`src/design/decode_pkg.sv`:
```
`default_nettype none

package decode_pkg;

    // datapath widths
    localparam int xlen       = 32;
    localparam int reg_addr_w = 5;
    localparam int num_regs   = 32;

    // primary opcodes
    localparam logic [5:0] op_special = 6'h00;
    localparam logic [5:0] op_regimm  = 6'h01;
    localparam logic [5:0] op_j       = 6'h02;
    localparam logic [5:0] op_jal     = 6'h03;
    localparam logic [5:0] op_beq     = 6'h04;
    localparam logic [5:0] op_bne     = 6'h05;
    localparam logic [5:0] op_blez    = 6'h06;
    localparam logic [5:0] op_bgtz    = 6'h07;
    localparam logic [5:0] op_addiu   = 6'h09;
    localparam logic [5:0] op_slti    = 6'h0a;
    localparam logic [5:0] op_sltiu   = 6'h0b;
    localparam logic [5:0] op_andi    = 6'h0c;
    localparam logic [5:0] op_ori     = 6'h0d;
    localparam logic [5:0] op_xori    = 6'h0e;
    localparam logic [5:0] op_lui     = 6'h0f;
    localparam logic [5:0] op_lb      = 6'h20;
    localparam logic [5:0] op_lh      = 6'h21;
    localparam logic [5:0] op_lw      = 6'h23;
    localparam logic [5:0] op_lbu     = 6'h24;
    localparam logic [5:0] op_lhu     = 6'h25;
    localparam logic [5:0] op_sb      = 6'h28;
    localparam logic [5:0] op_sh      = 6'h29;
    localparam logic [5:0] op_sw      = 6'h2b;

    // special funct field
    localparam logic [5:0] funct_sll  = 6'h00;
    localparam logic [5:0] funct_srl  = 6'h02;
    localparam logic [5:0] funct_sra  = 6'h03;
    localparam logic [5:0] funct_jr   = 6'h08;
    localparam logic [5:0] funct_addu = 6'h21;
    localparam logic [5:0] funct_subu = 6'h23;
    localparam logic [5:0] funct_and  = 6'h24;
    localparam logic [5:0] funct_or   = 6'h25;
    localparam logic [5:0] funct_xor  = 6'h26;
    localparam logic [5:0] funct_nor  = 6'h27;
    localparam logic [5:0] funct_slt  = 6'h2a;
    localparam logic [5:0] funct_sltu = 6'h2b;

    // regimm selector in the rt field
    localparam logic [4:0] rt_bltz = 5'h00;
    localparam logic [4:0] rt_bgez = 5'h01;

    typedef enum logic [3:0] {
        alu_add, alu_sub, alu_slt, alu_sltu, alu_and, alu_nor,
        alu_or, alu_xor, alu_sll, alu_srl, alu_sra, alu_lui
    } alu_op_t;

    typedef enum logic [1:0] {
        src2_reg, src2_simm, src2_zimm
    } src2_sel_t;

    typedef enum logic [1:0] {
        mem_none, mem_byte, mem_half, mem_word
    } mem_size_t;

    typedef struct packed {
        logic [xlen-1:0] pc;
        logic [xlen-1:0] inst;
    } fetch_bundle_t;

    typedef struct packed {
        logic                  we;
        logic [reg_addr_w-1:0] addr;
        logic [xlen-1:0]       data;
    } rf_write_t;

    typedef struct packed {
        alu_op_t               alu_op;
        logic                  src1_is_sa;
        src2_sel_t             src2_sel;
        mem_size_t             mem_size;
        logic                  mem_load;
        logic                  mem_store;
        logic                  load_signed;
        logic                  gr_we;
        logic [reg_addr_w-1:0] dest;
        logic [15:0]           imm;
    } ctrl_t;

    typedef struct packed {
        logic            taken;
        logic [xlen-1:0] target;
    } branch_t;

    typedef struct packed {
        logic [xlen-1:0] pc;
        ctrl_t           ctrl;
        logic [xlen-1:0] rs_value;
        logic [xlen-1:0] rt_value;
        branch_t         branch;
    } decoded_bundle_t;

endpackage

`default_nettype wire
```
`src/design/id_stage.sv`:
```
`timescale 1ns/1ps
`default_nettype none

module id_stage (
    input  wire logic                       clk,
    input  wire logic                       arst_n,
    input  wire logic                       in_valid,
    output logic                            in_ready,
    input  wire decode_pkg::fetch_bundle_t  in_bundle,
    output logic                            out_valid,
    input  wire logic                       out_ready,
    output decode_pkg::decoded_bundle_t     out_bundle,
    input  wire decode_pkg::rf_write_t      wb
);
    import decode_pkg::*;

    fetch_bundle_t         fetch_q;
    logic                  fetch_valid;
    logic                  fetch_ready;
    logic [reg_addr_w-1:0] rs_addr;
    logic [reg_addr_w-1:0] rt_addr;
    logic [xlen-1:0]       rs_value;
    logic [xlen-1:0]       rt_value;
    ctrl_t                 ctrl;
    branch_t               branch;
    decoded_bundle_t       issue_d;

    // input buffer for fetched instructions
    pipe_reg #(
        .payload_t (fetch_bundle_t)
    ) u_fetch_buf (
        .clk       (clk),
        .arst_n    (arst_n),
        .in_valid  (in_valid),
        .in_ready  (in_ready),
        .in_data   (in_bundle),
        .out_valid (fetch_valid),
        .out_ready (fetch_ready),
        .out_data  (fetch_q)
    );

    assign rs_addr = fetch_q.inst[25:21];
    assign rt_addr = fetch_q.inst[20:16];

    // operands read while the item sits in the input buffer
    regfile u_regfile (
        .clk    (clk),
        .arst_n (arst_n),
        .raddr1 (rs_addr),
        .raddr2 (rt_addr),
        .rdata1 (rs_value),
        .rdata2 (rt_value),
        .wb     (wb)
    );

    inst_decoder u_inst_decoder (
        .inst (fetch_q.inst),
        .ctrl (ctrl)
    );

    branch_unit u_branch_unit (
        .pc       (fetch_q.pc),
        .inst     (fetch_q.inst),
        .rs_value (rs_value),
        .rt_value (rt_value),
        .branch   (branch)
    );

    // merge decoder and branch results
    assign issue_d = '{
        pc:       fetch_q.pc,
        ctrl:     ctrl,
        rs_value: rs_value,
        rt_value: rt_value,
        branch:   branch
    };

    pipe_reg #(
        .payload_t (decoded_bundle_t)
    ) u_issue_buf (
        .clk       (clk),
        .arst_n    (arst_n),
        .in_valid  (fetch_valid),
        .in_ready  (fetch_ready),
        .in_data   (issue_d),
        .out_valid (out_valid),
        .out_ready (out_ready),
        .out_data  (out_bundle)
    );

endmodule

`default_nettype wire

```
`src/design/branch_unit.sv`:
```
`timescale 1ns/1ps
`default_nettype none

module branch_unit (
    input  wire logic [decode_pkg::xlen-1:0] pc,
    input  wire logic [decode_pkg::xlen-1:0] inst,
    input  wire logic [decode_pkg::xlen-1:0] rs_value,
    input  wire logic [decode_pkg::xlen-1:0] rt_value,
    output decode_pkg::branch_t              branch
);
    import decode_pkg::*;

    logic [5:0]            op;
    logic [reg_addr_w-1:0] rt;
    logic [5:0]            funct;
    logic [15:0]           offset;
    logic [25:0]           index;
    logic [xlen-1:0]       pc_plus4;
    logic inst_beq, inst_bne, inst_bgez, inst_bltz, inst_bgtz, inst_blez;
    logic inst_j, inst_jal, inst_jr;
    logic is_cond;
    logic rs_eq_rt;
    logic rs_eq_0;
    logic rs_lt_0;
    logic rs_gt_0;
    logic cond_taken;

    assign op     = inst[31:26];
    assign rt     = inst[20:16];
    assign funct  = inst[5:0];
    assign offset = inst[15:0];
    assign index  = inst[25:0];

    assign inst_beq  = (op == op_beq);
    assign inst_bne  = (op == op_bne);
    assign inst_bgez = (op == op_regimm) && (rt == rt_bgez);
    assign inst_bltz = (op == op_regimm) && (rt == rt_bltz);
    assign inst_bgtz = (op == op_bgtz) && (rt == '0);
    assign inst_blez = (op == op_blez) && (rt == '0);
    assign inst_j    = (op == op_j);
    assign inst_jal  = (op == op_jal);
    // jr needs rt, rd and sa all zero
    assign inst_jr   = (op == op_special) && (funct == funct_jr) && (inst[20:6] == '0);

    assign is_cond = inst_beq | inst_bne | inst_bgez | inst_bltz | inst_bgtz | inst_blez;

    assign rs_eq_rt = (rs_value == rt_value);
    assign rs_eq_0  = (rs_value == '0);
    assign rs_lt_0  = rs_value[xlen-1];
    assign rs_gt_0  = !rs_lt_0 && !rs_eq_0;

    assign cond_taken = (inst_beq  &&  rs_eq_rt)
                     || (inst_bne  && !rs_eq_rt)
                     || (inst_bgez && !rs_lt_0)
                     || (inst_bgtz &&  rs_gt_0)
                     || (inst_blez && (rs_lt_0 || rs_eq_0))
                     || (inst_bltz &&  rs_lt_0);

    // targets are relative to the branch's own pc plus 4
    assign pc_plus4 = pc + xlen'(4);

    always_comb begin
        branch.taken = cond_taken | inst_j | inst_jal | inst_jr;
        if (is_cond)
            branch.target = pc_plus4 + {{(xlen-18){offset[15]}}, offset, 2'b00};
        else if (inst_jr)
            branch.target = rs_value;
        else if (inst_j | inst_jal)
            branch.target = {pc_plus4[xlen-1:xlen-4], index, 2'b00};
        else
            branch.target = '0;
    end

endmodule

`default_nettype wire

```
`src/design/inst_decoder.sv`:
```
`timescale 1ns/1ps
`default_nettype none

module inst_decoder (
    input  wire logic [decode_pkg::xlen-1:0] inst,
    output decode_pkg::ctrl_t                ctrl
);
    import decode_pkg::*;

    logic [5:0]            op;
    logic [reg_addr_w-1:0] rs;
    logic [reg_addr_w-1:0] rt;
    logic [reg_addr_w-1:0] rd;
    logic [reg_addr_w-1:0] sa;
    logic [5:0]            funct;
    logic                  r_alu;
    logic                  r_shift;
    logic inst_addu, inst_subu, inst_slt, inst_sltu;
    logic inst_and, inst_or, inst_xor, inst_nor;
    logic inst_sll, inst_srl, inst_sra, inst_jr;
    logic inst_addiu, inst_slti, inst_sltiu, inst_andi, inst_ori, inst_xori, inst_lui;
    logic inst_lw, inst_lh, inst_lhu, inst_lb, inst_lbu, inst_sw, inst_sh, inst_sb;
    logic inst_beq, inst_bne, inst_bgez, inst_bgtz, inst_blez, inst_bltz;
    logic inst_j, inst_jal;
    logic is_load;
    logic is_store;
    logic is_branch;
    logic known;
    logic dst_is_rt;
    alu_op_t alu_op;

    assign op    = inst[31:26];
    assign rs    = inst[25:21];
    assign rt    = inst[20:16];
    assign rd    = inst[15:11];
    assign sa    = inst[10:6];
    assign funct = inst[5:0];

    // register forms need sa zero, shifts need rs zero
    assign r_alu   = (op == op_special) && (sa == '0);
    assign r_shift = (op == op_special) && (rs == '0);

    assign inst_addu  = r_alu && (funct == funct_addu);
    assign inst_subu  = r_alu && (funct == funct_subu);
    assign inst_slt   = r_alu && (funct == funct_slt);
    assign inst_sltu  = r_alu && (funct == funct_sltu);
    assign inst_and   = r_alu && (funct == funct_and);
    assign inst_or    = r_alu && (funct == funct_or);
    assign inst_xor   = r_alu && (funct == funct_xor);
    assign inst_nor   = r_alu && (funct == funct_nor);
    assign inst_sll   = r_shift && (funct == funct_sll);
    assign inst_srl   = r_shift && (funct == funct_srl);
    assign inst_sra   = r_shift && (funct == funct_sra);
    assign inst_jr    = r_alu && (funct == funct_jr) && (rt == '0) && (rd == '0);
    assign inst_addiu = (op == op_addiu);
    assign inst_slti  = (op == op_slti);
    assign inst_sltiu = (op == op_sltiu);
    assign inst_andi  = (op == op_andi);
    assign inst_ori   = (op == op_ori);
    assign inst_xori  = (op == op_xori);
    assign inst_lui   = (op == op_lui) && (rs == '0);
    assign inst_lw    = (op == op_lw);
    assign inst_lh    = (op == op_lh);
    assign inst_lhu   = (op == op_lhu);
    assign inst_lb    = (op == op_lb);
    assign inst_lbu   = (op == op_lbu);
    assign inst_sw    = (op == op_sw);
    assign inst_sh    = (op == op_sh);
    assign inst_sb    = (op == op_sb);
    assign inst_beq   = (op == op_beq);
    assign inst_bne   = (op == op_bne);
    assign inst_bgez  = (op == op_regimm) && (rt == rt_bgez);
    assign inst_bltz  = (op == op_regimm) && (rt == rt_bltz);
    assign inst_bgtz  = (op == op_bgtz) && (rt == '0);
    assign inst_blez  = (op == op_blez) && (rt == '0);
    assign inst_j     = (op == op_j);
    assign inst_jal   = (op == op_jal);

    assign is_load   = inst_lw | inst_lh | inst_lhu | inst_lb | inst_lbu;
    assign is_store  = inst_sw | inst_sh | inst_sb;
    assign is_branch = inst_beq | inst_bne | inst_bgez | inst_bltz | inst_bgtz | inst_blez;
    assign known     = inst_addu | inst_subu | inst_slt | inst_sltu | inst_and | inst_or
                     | inst_xor | inst_nor | inst_sll | inst_srl | inst_sra | inst_jr
                     | inst_addiu | inst_slti | inst_sltiu | inst_andi | inst_ori
                     | inst_xori | inst_lui | is_load | is_store | is_branch
                     | inst_j | inst_jal;
    assign dst_is_rt = inst_addiu | inst_slti | inst_sltiu | inst_andi | inst_ori
                     | inst_xori | inst_lui | is_load;

    // address arithmetic and anything unlisted fall back to add
    always_comb begin
        if (inst_subu)                    alu_op = alu_sub;
        else if (inst_slt | inst_slti)    alu_op = alu_slt;
        else if (inst_sltu | inst_sltiu)  alu_op = alu_sltu;
        else if (inst_and | inst_andi)    alu_op = alu_and;
        else if (inst_nor)                alu_op = alu_nor;
        else if (inst_or | inst_ori)      alu_op = alu_or;
        else if (inst_xor | inst_xori)    alu_op = alu_xor;
        else if (inst_sll)                alu_op = alu_sll;
        else if (inst_srl)                alu_op = alu_srl;
        else if (inst_sra)                alu_op = alu_sra;
        else if (inst_lui)                alu_op = alu_lui;
        else                              alu_op = alu_add;
    end

    always_comb begin
        ctrl.alu_op     = alu_op;
        ctrl.src1_is_sa = inst_sll | inst_srl | inst_sra;
        if (inst_andi | inst_ori | inst_xori)
            ctrl.src2_sel = src2_zimm;
        else if (inst_addiu | inst_slti | inst_sltiu | inst_lui | is_load | is_store)
            ctrl.src2_sel = src2_simm;
        else
            ctrl.src2_sel = src2_reg;
        if (inst_lw | inst_sw)
            ctrl.mem_size = mem_word;
        else if (inst_lh | inst_lhu | inst_sh)
            ctrl.mem_size = mem_half;
        else if (inst_lb | inst_lbu | inst_sb)
            ctrl.mem_size = mem_byte;
        else
            ctrl.mem_size = mem_none;
        ctrl.mem_load    = is_load;
        ctrl.mem_store   = is_store;
        ctrl.load_signed = inst_lh | inst_lb;
        // unknown words pass through as no-ops
        ctrl.gr_we = known & ~is_store & ~is_branch & ~inst_j & ~inst_jr;
        ctrl.dest  = inst_jal  ? reg_addr_w'(31) :
                     dst_is_rt ? rt : rd;
        ctrl.imm   = inst[15:0];
    end

endmodule

`default_nettype wire

```
`src/design/regfile.sv`:
```
`timescale 1ns/1ps
`default_nettype none

module regfile (
    input  wire logic                              clk,
    input  wire logic                              arst_n,
    input  wire logic [decode_pkg::reg_addr_w-1:0] raddr1,
    input  wire logic [decode_pkg::reg_addr_w-1:0] raddr2,
    output logic      [decode_pkg::xlen-1:0]       rdata1,
    output logic      [decode_pkg::xlen-1:0]       rdata2,
    input  wire decode_pkg::rf_write_t             wb
);
    import decode_pkg::*;

    logic [xlen-1:0] regs [num_regs];

    // register 0 is never written
    always_ff @(posedge clk or negedge arst_n) begin
        if (!arst_n) begin
            for (int i = 0; i < num_regs; i++) begin
                regs[i] <= '0;
            end
        end else if (wb.we && (wb.addr != '0)) begin
            regs[wb.addr] <= wb.data;
        end
    end

    // asynchronous reads see the old value on a same-cycle write
    assign rdata1 = (raddr1 == '0) ? '0 : regs[raddr1];
    assign rdata2 = (raddr2 == '0) ? '0 : regs[raddr2];

endmodule

`default_nettype wire

```
`src/design/pipe_reg.sv`:
```
`timescale 1ns/1ps
`default_nettype none

module pipe_reg #(
    parameter type payload_t = logic [31:0]
) (
    input  wire logic     clk,
    input  wire logic     arst_n,
    input  wire logic     in_valid,
    output logic          in_ready,
    input  wire payload_t in_data,
    output logic          out_valid,
    input  wire logic     out_ready,
    output payload_t      out_data
);

    logic     full;
    payload_t data_q;

    // a full entry can be replaced in the cycle it leaves
    assign in_ready = !full || out_ready;

    always_ff @(posedge clk or negedge arst_n) begin
        if (!arst_n) begin
            full <= 1'b0;
        end else if (in_ready) begin
            full <= in_valid;
        end
    end

    // payload only moves on a transfer
    always_ff @(posedge clk) begin
        if (in_valid && in_ready) begin
            data_q <= in_data;
        end
    end

    assign out_valid = full;
    assign out_data  = data_q;

endmodule

`default_nettype wire

```
`config.mk`:
```
export PLATFORM = sky130hd
export DESIGN_NAME = id_stage
export DESIGN_NICKNAME = d
export VERILOG_FILES = /design/src/design/decode_pkg.sv /design/src/design/id_stage.sv /design/src/design/branch_unit.sv /design/src/design/inst_decoder.sv /design/src/design/regfile.sv /design/src/design/pipe_reg.sv
export SDC_FILE = /design/constraint.sdc
export NUM_CORES = 2
export LEC_CHECK = 0
export ABC_CLOCK_PERIOD_IN_PS = 5700
export BUFFER_PORTS_ARGS = -buffer_cell sky130_fd_sc_hd__buf_2
export CAP_MARGIN = 20
export CORE_UTILIZATION = 40
export DETAILED_ROUTE_END_ITERATION = 12
export PLACE_DENSITY_LB_ADDON = 0.12
export SYNTH_ARGS = -nofsm -noshare
export SYNTH_HDL_FRONTEND = slang
export SYNTH_SLANG_ARGS = --single-unit
```
`constraint.sdc`:
```
create_clock -name clk -period 5.7 [get_ports clk]
set_input_delay 0.855 -clock clk [delete_from_list [all_inputs] [get_ports clk]]
set_output_delay 0.855 -clock clk [all_outputs]
set_load 0.005 [all_outputs]
```
## Word-level counts from Yosys, hierarchy flattened

Index checks and enable logic that the tools add are counted.

- Equality and inequality tests: 35
- $lt $le $gt $ge: 4
- $add $sub $neg: 2
- Mux-type cells: 28
- Bitwise gates (word level): 74
- Reduce and logical (&&, ||, !) cells: 59

Operator list:

| kind | number |
|---|---|
| $bwmux W1024 | 1 |
| $bmux W32 S5 | 2 |
| $mux W32 | 10 |
| $demux W32 S5 | 1 |
| $eq A6 B6 Y1 const B | 16 |
| $or A1 B1 Y1 | 63 |
| $eq A6 B4 Y1 const B | 8 |
| $logic_and A1 B1 Y1 | 34 |
| $add A32 B3 Y32 const B | 1 |
| $add A32 B32 Y32 | 1 |
| $eq A32 B32 Y1 | 1 |
| $logic_not A32 Y1 | 1 |
| $eq A6 B2 Y1 const B | 4 |
| $eq A6 B3 Y1 const B | 4 |
| $logic_not A5 Y1 | 4 |
| $ge A6 B6 Y1 const B | 3 |
| $not A5 Y6 | 3 |
| $mux W4 | 4 |
| $logic_not A15 Y1 | 1 |
| $logic_not A6 Y1 | 2 |
| $mux W3 | 4 |
| $logic_or A1 B1 Y1 | 8 |
| $reduce_or A7 Y1 | 1 |
| $eq A6 B1 Y1 const B | 1 |
| other kinds (11) | 24 |

- Word-level logic and storage cells: 256
- Register bits after elaboration: 1253
- Bits of input ports: 106

## Depth between registers and ports, before layout

- Word-level depth: 30
- Gate-level depth with buffers: 17
- Mapped depth without buffers: 17

## Modules after synthesis

Synthesis repeated with hierarchy kept, for this count alone.

- Cells, all modules: 4421
- Area total of the unflattened synthesis: 65221.3 um2

By module, submodules not included:

| module | cells each | times used | area each (um2) | sequential area each (um2) |
|---|---|---|---|---|
| regfile | 3621 | 1 | 54369.6 | 25624.6 |
| pipe_reg (u_issue_buf) | 167 | 1 | 4948.5 | 4919.7 |
| branch_unit | 450 | 1 | 3164.3 | 0.0 |
| pipe_reg (u_fetch_buf) | 68 | 1 | 1975.6 | 1946.9 |
| inst_decoder | 115 | 1 | 763.2 | 0.0 |

## Least setup slack after synthesis

No wires, ideal clock.

- Path type: input-to-reg
- Start: input out_ready
- End: register u_issue_buf.data_q (netlist bit u_issue_buf.out_data[0]) (enable)
- Setup time: 542 ps
- Arrival: 4680 ps
- Cell stages on the path: 2
- Setup slack: 477 ps
- Data required time: 5158 ps
- Cell sequence: nand2b_1 -> and2_1

- Longest elaborated chain between the ends: 2

RTL lines:

| what | line | source |
|---|---|---|
| from (decl) | id_stage.sv:11 | `input wire logic out_ready,` |
| $logic_or A1 B1 Y1 | pipe_reg.sv:21 | `assign in_ready = !full \|\| out_ready;` |
| $logic_and A1 B1 Y1 | pipe_reg.sv:33 | `if (in_valid && in_ready) begin` |
| to (signal assigned) | pipe_reg.sv:34 | `data_q <= in_data;` |
| to (decl) | pipe_reg.sv:18 | `payload_t data_q;` |

Every way passes these cells.
A chain may end at the register's enable or synchronous reset.

==> reports/results.ini <==
[outcome]
run_status=completed

[floorplanning]
core_region_area_mm2=0.1613
die_area_mm2=0.1650
floorplan.die.width_um=406.2
die_h_um=406.2
ios=271
floorplan.rows=147
initial_core_util_pct=40.51

[clocking]
clkSinkCount=1253
cts_htree_levels=4
cts-root-to-sink-buffers=3
clock_latency_ps=800
cts_buffers=147
post_cts_resized=0
cts_tree=done
clk_root_buffer_cell=clkbuf_16
worst_setup_hold_path_clk_slew_ps=60
post_cts.repair.setup_buffers=0

[setup_path]
cp_num_buf_inv=1
timing.reg2reg.worst_path_depth=10
worst_setup_path_startpoint=u_fetch_buf.out_data[17]$_DFFE_PP_
setup.worst_path.end_class=flop
crit_type=reg -> reg
timing.critical_path.depth=10
cp_top_family=simple AND/OR/NAND/NOR gates
reg2reg_capture_point=u_issue_buf.out_data[32]$_DFFE_PP_
cp_cell_sequence=nor2_4 > nand3_1 > a31oi_1 > xor2_1 > nor4_1 > buf_4 > nand4_1 > nor4_2 > nor2_1 > nand3b_1
worst_path_largest_cell_delay_ps=920
critical_path_peak_fanout=13
arrival_time_of_the_worst_setup_path_ps=5510
endpoint=u_issue_buf.out_data[32]$_DFFE_PP_
register_to_register_path_setup_slack_ps=720
worstPathRequired_ps=6230
crit_path_start_kind=flop
worst_r2r_startpoint=u_fetch_buf.out_data[17]$_DFFE_PP_
timing.critical_path.slowest_stage_cell=nand3_1

[synth]
main_synth_ff_type=dfrtp_1
post_synth_instance_area_mm2=0.06535
synth.lib_cells_used.distinct=85
synth-edff-count=227
yosys_warnings=0
synth_sequential_area_ratio_pct=49.72
async_flop_share_pct=81.88
synth_area_per_cell_um2=14.70
synth_cells=4446
synth_nets=4583
synth_seq_cells=1253

[placed_design]
port_buffer_count=270
placed_instances=6607
finalWeightedCongestion=0.8884
dp.final_hpwl_um=155200

[timing]
final.period_utilization_pct=87.44
final.min_clock_period_ps=4984
hold_violation_count_in_the_final_report=0
slew_headroom_pct=15.11
setup-violations-final=0
worst_margin_slew_ps=1273
slew_violations=0
fmax_ghz=0.2006
setup-tns-final_ps=0
grt_setup_unrepaired=no
clock-skew-final_ps=32.08

[finish]
mostFrequentLayoutCell=dfrtp_1
layout_common_cells=dfrtp_1 (1026), mux2_2 (1014), mux4_2 (420), buf_2 (269), edfxtp_1 (227)
layoutNonFillerInstCount=6882
layout-drive-gt1-share_pct=46.29
nNetsFinal=4734
fillers=14410
synthToLayoutAreaGrowth_pct=12.90

[power]
ir_worst_vdd_mv=0.3160
net-switching-power_mw=7.674
share_seq_of_total_power_pct=44.5
share_comb_of_total_power_pct=20.2
clk_network_pwr_share_pct=35.3
pd_cells_mw_per_mm2=360.5
power.share.switching_pct=28.85
power_leakage_nw=31.43
totalPowerFinal_mw=26.60
internal-power_mw=18.92

[detailed_routing]
route.antenna.remaining_nets=0
detail_route.wl_per_cell_um=35.63
first_iter_violations=4326
via_per_inst=6.292
route.detailed.drc=0
detailroute.via_count=43300
initial_drt_pass_iterations=5
wirelength_um=245200

[grt]
globalRouteTotalUtil_pct=29.81
antenna_found_initial=18
grt_first_pass_wirelength_um=345400
grt_pass1_vias=42890
grt_remaining_overflow=0
maximum_number_of_pins_on_one_net_before_global_route_repair=142

[job]
cap_violations=0

[worst_hold_path]
worstHoldPathType=in -> reg

==> flip-flops by register name (all words and copies together) (netlist names) <==
signal,cells
u_fetch_buf.out_valid,1
u_issue_buf.out_data,163
u_regfile.regs,1024
u_fetch_buf.out_data,64
u_issue_buf.out_valid,1
==> how the worst min path moves through the flow <==
stage	slack [ps]	depth (start not counted)	endpoint	from
CTS	180	1	u_fetch_buf.out_data[7]$_DFFE_PP_	in_bundle[7]
global placement	370	0	u_regfile.regs[1018]$_DFFE_PN0P_	u_regfile.regs[1018]$_DFFE_PN0P_
finish	230	1	u_fetch_buf.out_data[29]$_DFFE_PP_	in_bundle[29]
global route	210	1	u_fetch_buf.out_data[7]$_DFFE_PP_	in_bundle[7]
floorplan	430	0	u_issue_buf.out_data[131]$_DFFE_PP_	u_fetch_buf.out_data[32]$_DFFE_PP_
detailed placement	380	0	u_regfile.regs[1006]$_DFFE_PN0P_	u_regfile.regs[1006]$_DFFE_PN0P_
==> area by class of cell <==
| class | instances | area [µm²] | share of cell area [%] |
|---|---|---|---|
| clock inverters | 53 | 415.4 | 0.5630 |
| multi-input cells | 2693 | 30520 | 41.37 |
| diodes | 6 | 15.01 | 0.02035 |
| repair buffers | 444 | 3098 | 4.199 |
| flip-flops and latches | 1253 | 32490 | 44.04 |
| inverters | 58 | 217.7 | 0.2951 |
| clock buffers | 215 | 4319 | 5.854 |
| well taps | 2160 | 2703 | 3.663 |
==> stage by stage <==
stage	util, %	hold slack [ps]	area, µm²	worst slack [ps]
detailed placement	42.79	383.3	69020	893.5
floorplan	-	426.2	65350	477.3
finish	45.74	232.1	73780	715.7
global route	45.73	205.6	73760	561.0
CTS	45.73	180.6	73760	855.1
global placement	42.75	374.8	68950	724.7
==> synth_stat cells, drive strengths merged, types with 43 or more instances <==
| library cell | n | area (µm²) |
|---|---|---|
| a21oi | 59 | 299.0 |
| a22oi | 52 | 390.4 |
| buf | 195 | 1416 |
| clkbuf | 245 | 942.2 |
| dfrtp | 1026 | 25670 |
| edfxtp | 227 | 6817 |
| inv | 57 | 214.0 |
| mux2 | 1019 | 11470 |
| mux2i | 180 | 1802 |
| mux4 | 452 | 10290 |
| nand2 | 206 | 778.2 |
| nand3 | 43 | 215.2 |
| nor2 | 78 | 292.8 |
| o21ai | 45 | 225.2 |
| o22ai | 54 | 337.8 |
| xnor2 | 60 | 525.5 |
==> routing by layer <==
metal / global-route usage [%] / share of wire (%) / vias to the layer above
li1: - / - / 17420
met1: 42.19 / 43 / 23510
met2: 45.23 / 45 / 1946
met3: 5.989 / 7.7 / 419
met5: 0 / 0.020 / -
met4: 11.08 / 3.8 / 8
==> kinds of logic after synthesis <==
kind of cell | share of synthesized area, %
compound gates | 4.934
xor+xnor | 1.166
fa+ha+maj | 0.6051
buf+inv | 3.975
flops | 49.72
mux | 36.07
simple gates | 3.533
==> power by group through the flow <==
stage / sequential, mW / clock (mW) / combinational [mW]
final: 11.8 / 9.39 / 5.38
after global routing: 12.0 / 9.89 / 5.68
after CTS: 11.8 / 9.56 / 5.37
after detailed placement: 11.9 / 0 / 5.35
after global placement: 11.9 / 0 / 5.30
after floorplan: 11.5 / 0 / 3.74
==> timing repair <==
| item | in CTS | in global routing |
|---|---|---|
| setup endpoints to repair | 0 | 0 |
| hold buffers | 1 | 0 |
| hold endpoints to repair | 14 | 0 |
No activity file was read; power rests on OpenSTA's default activity.
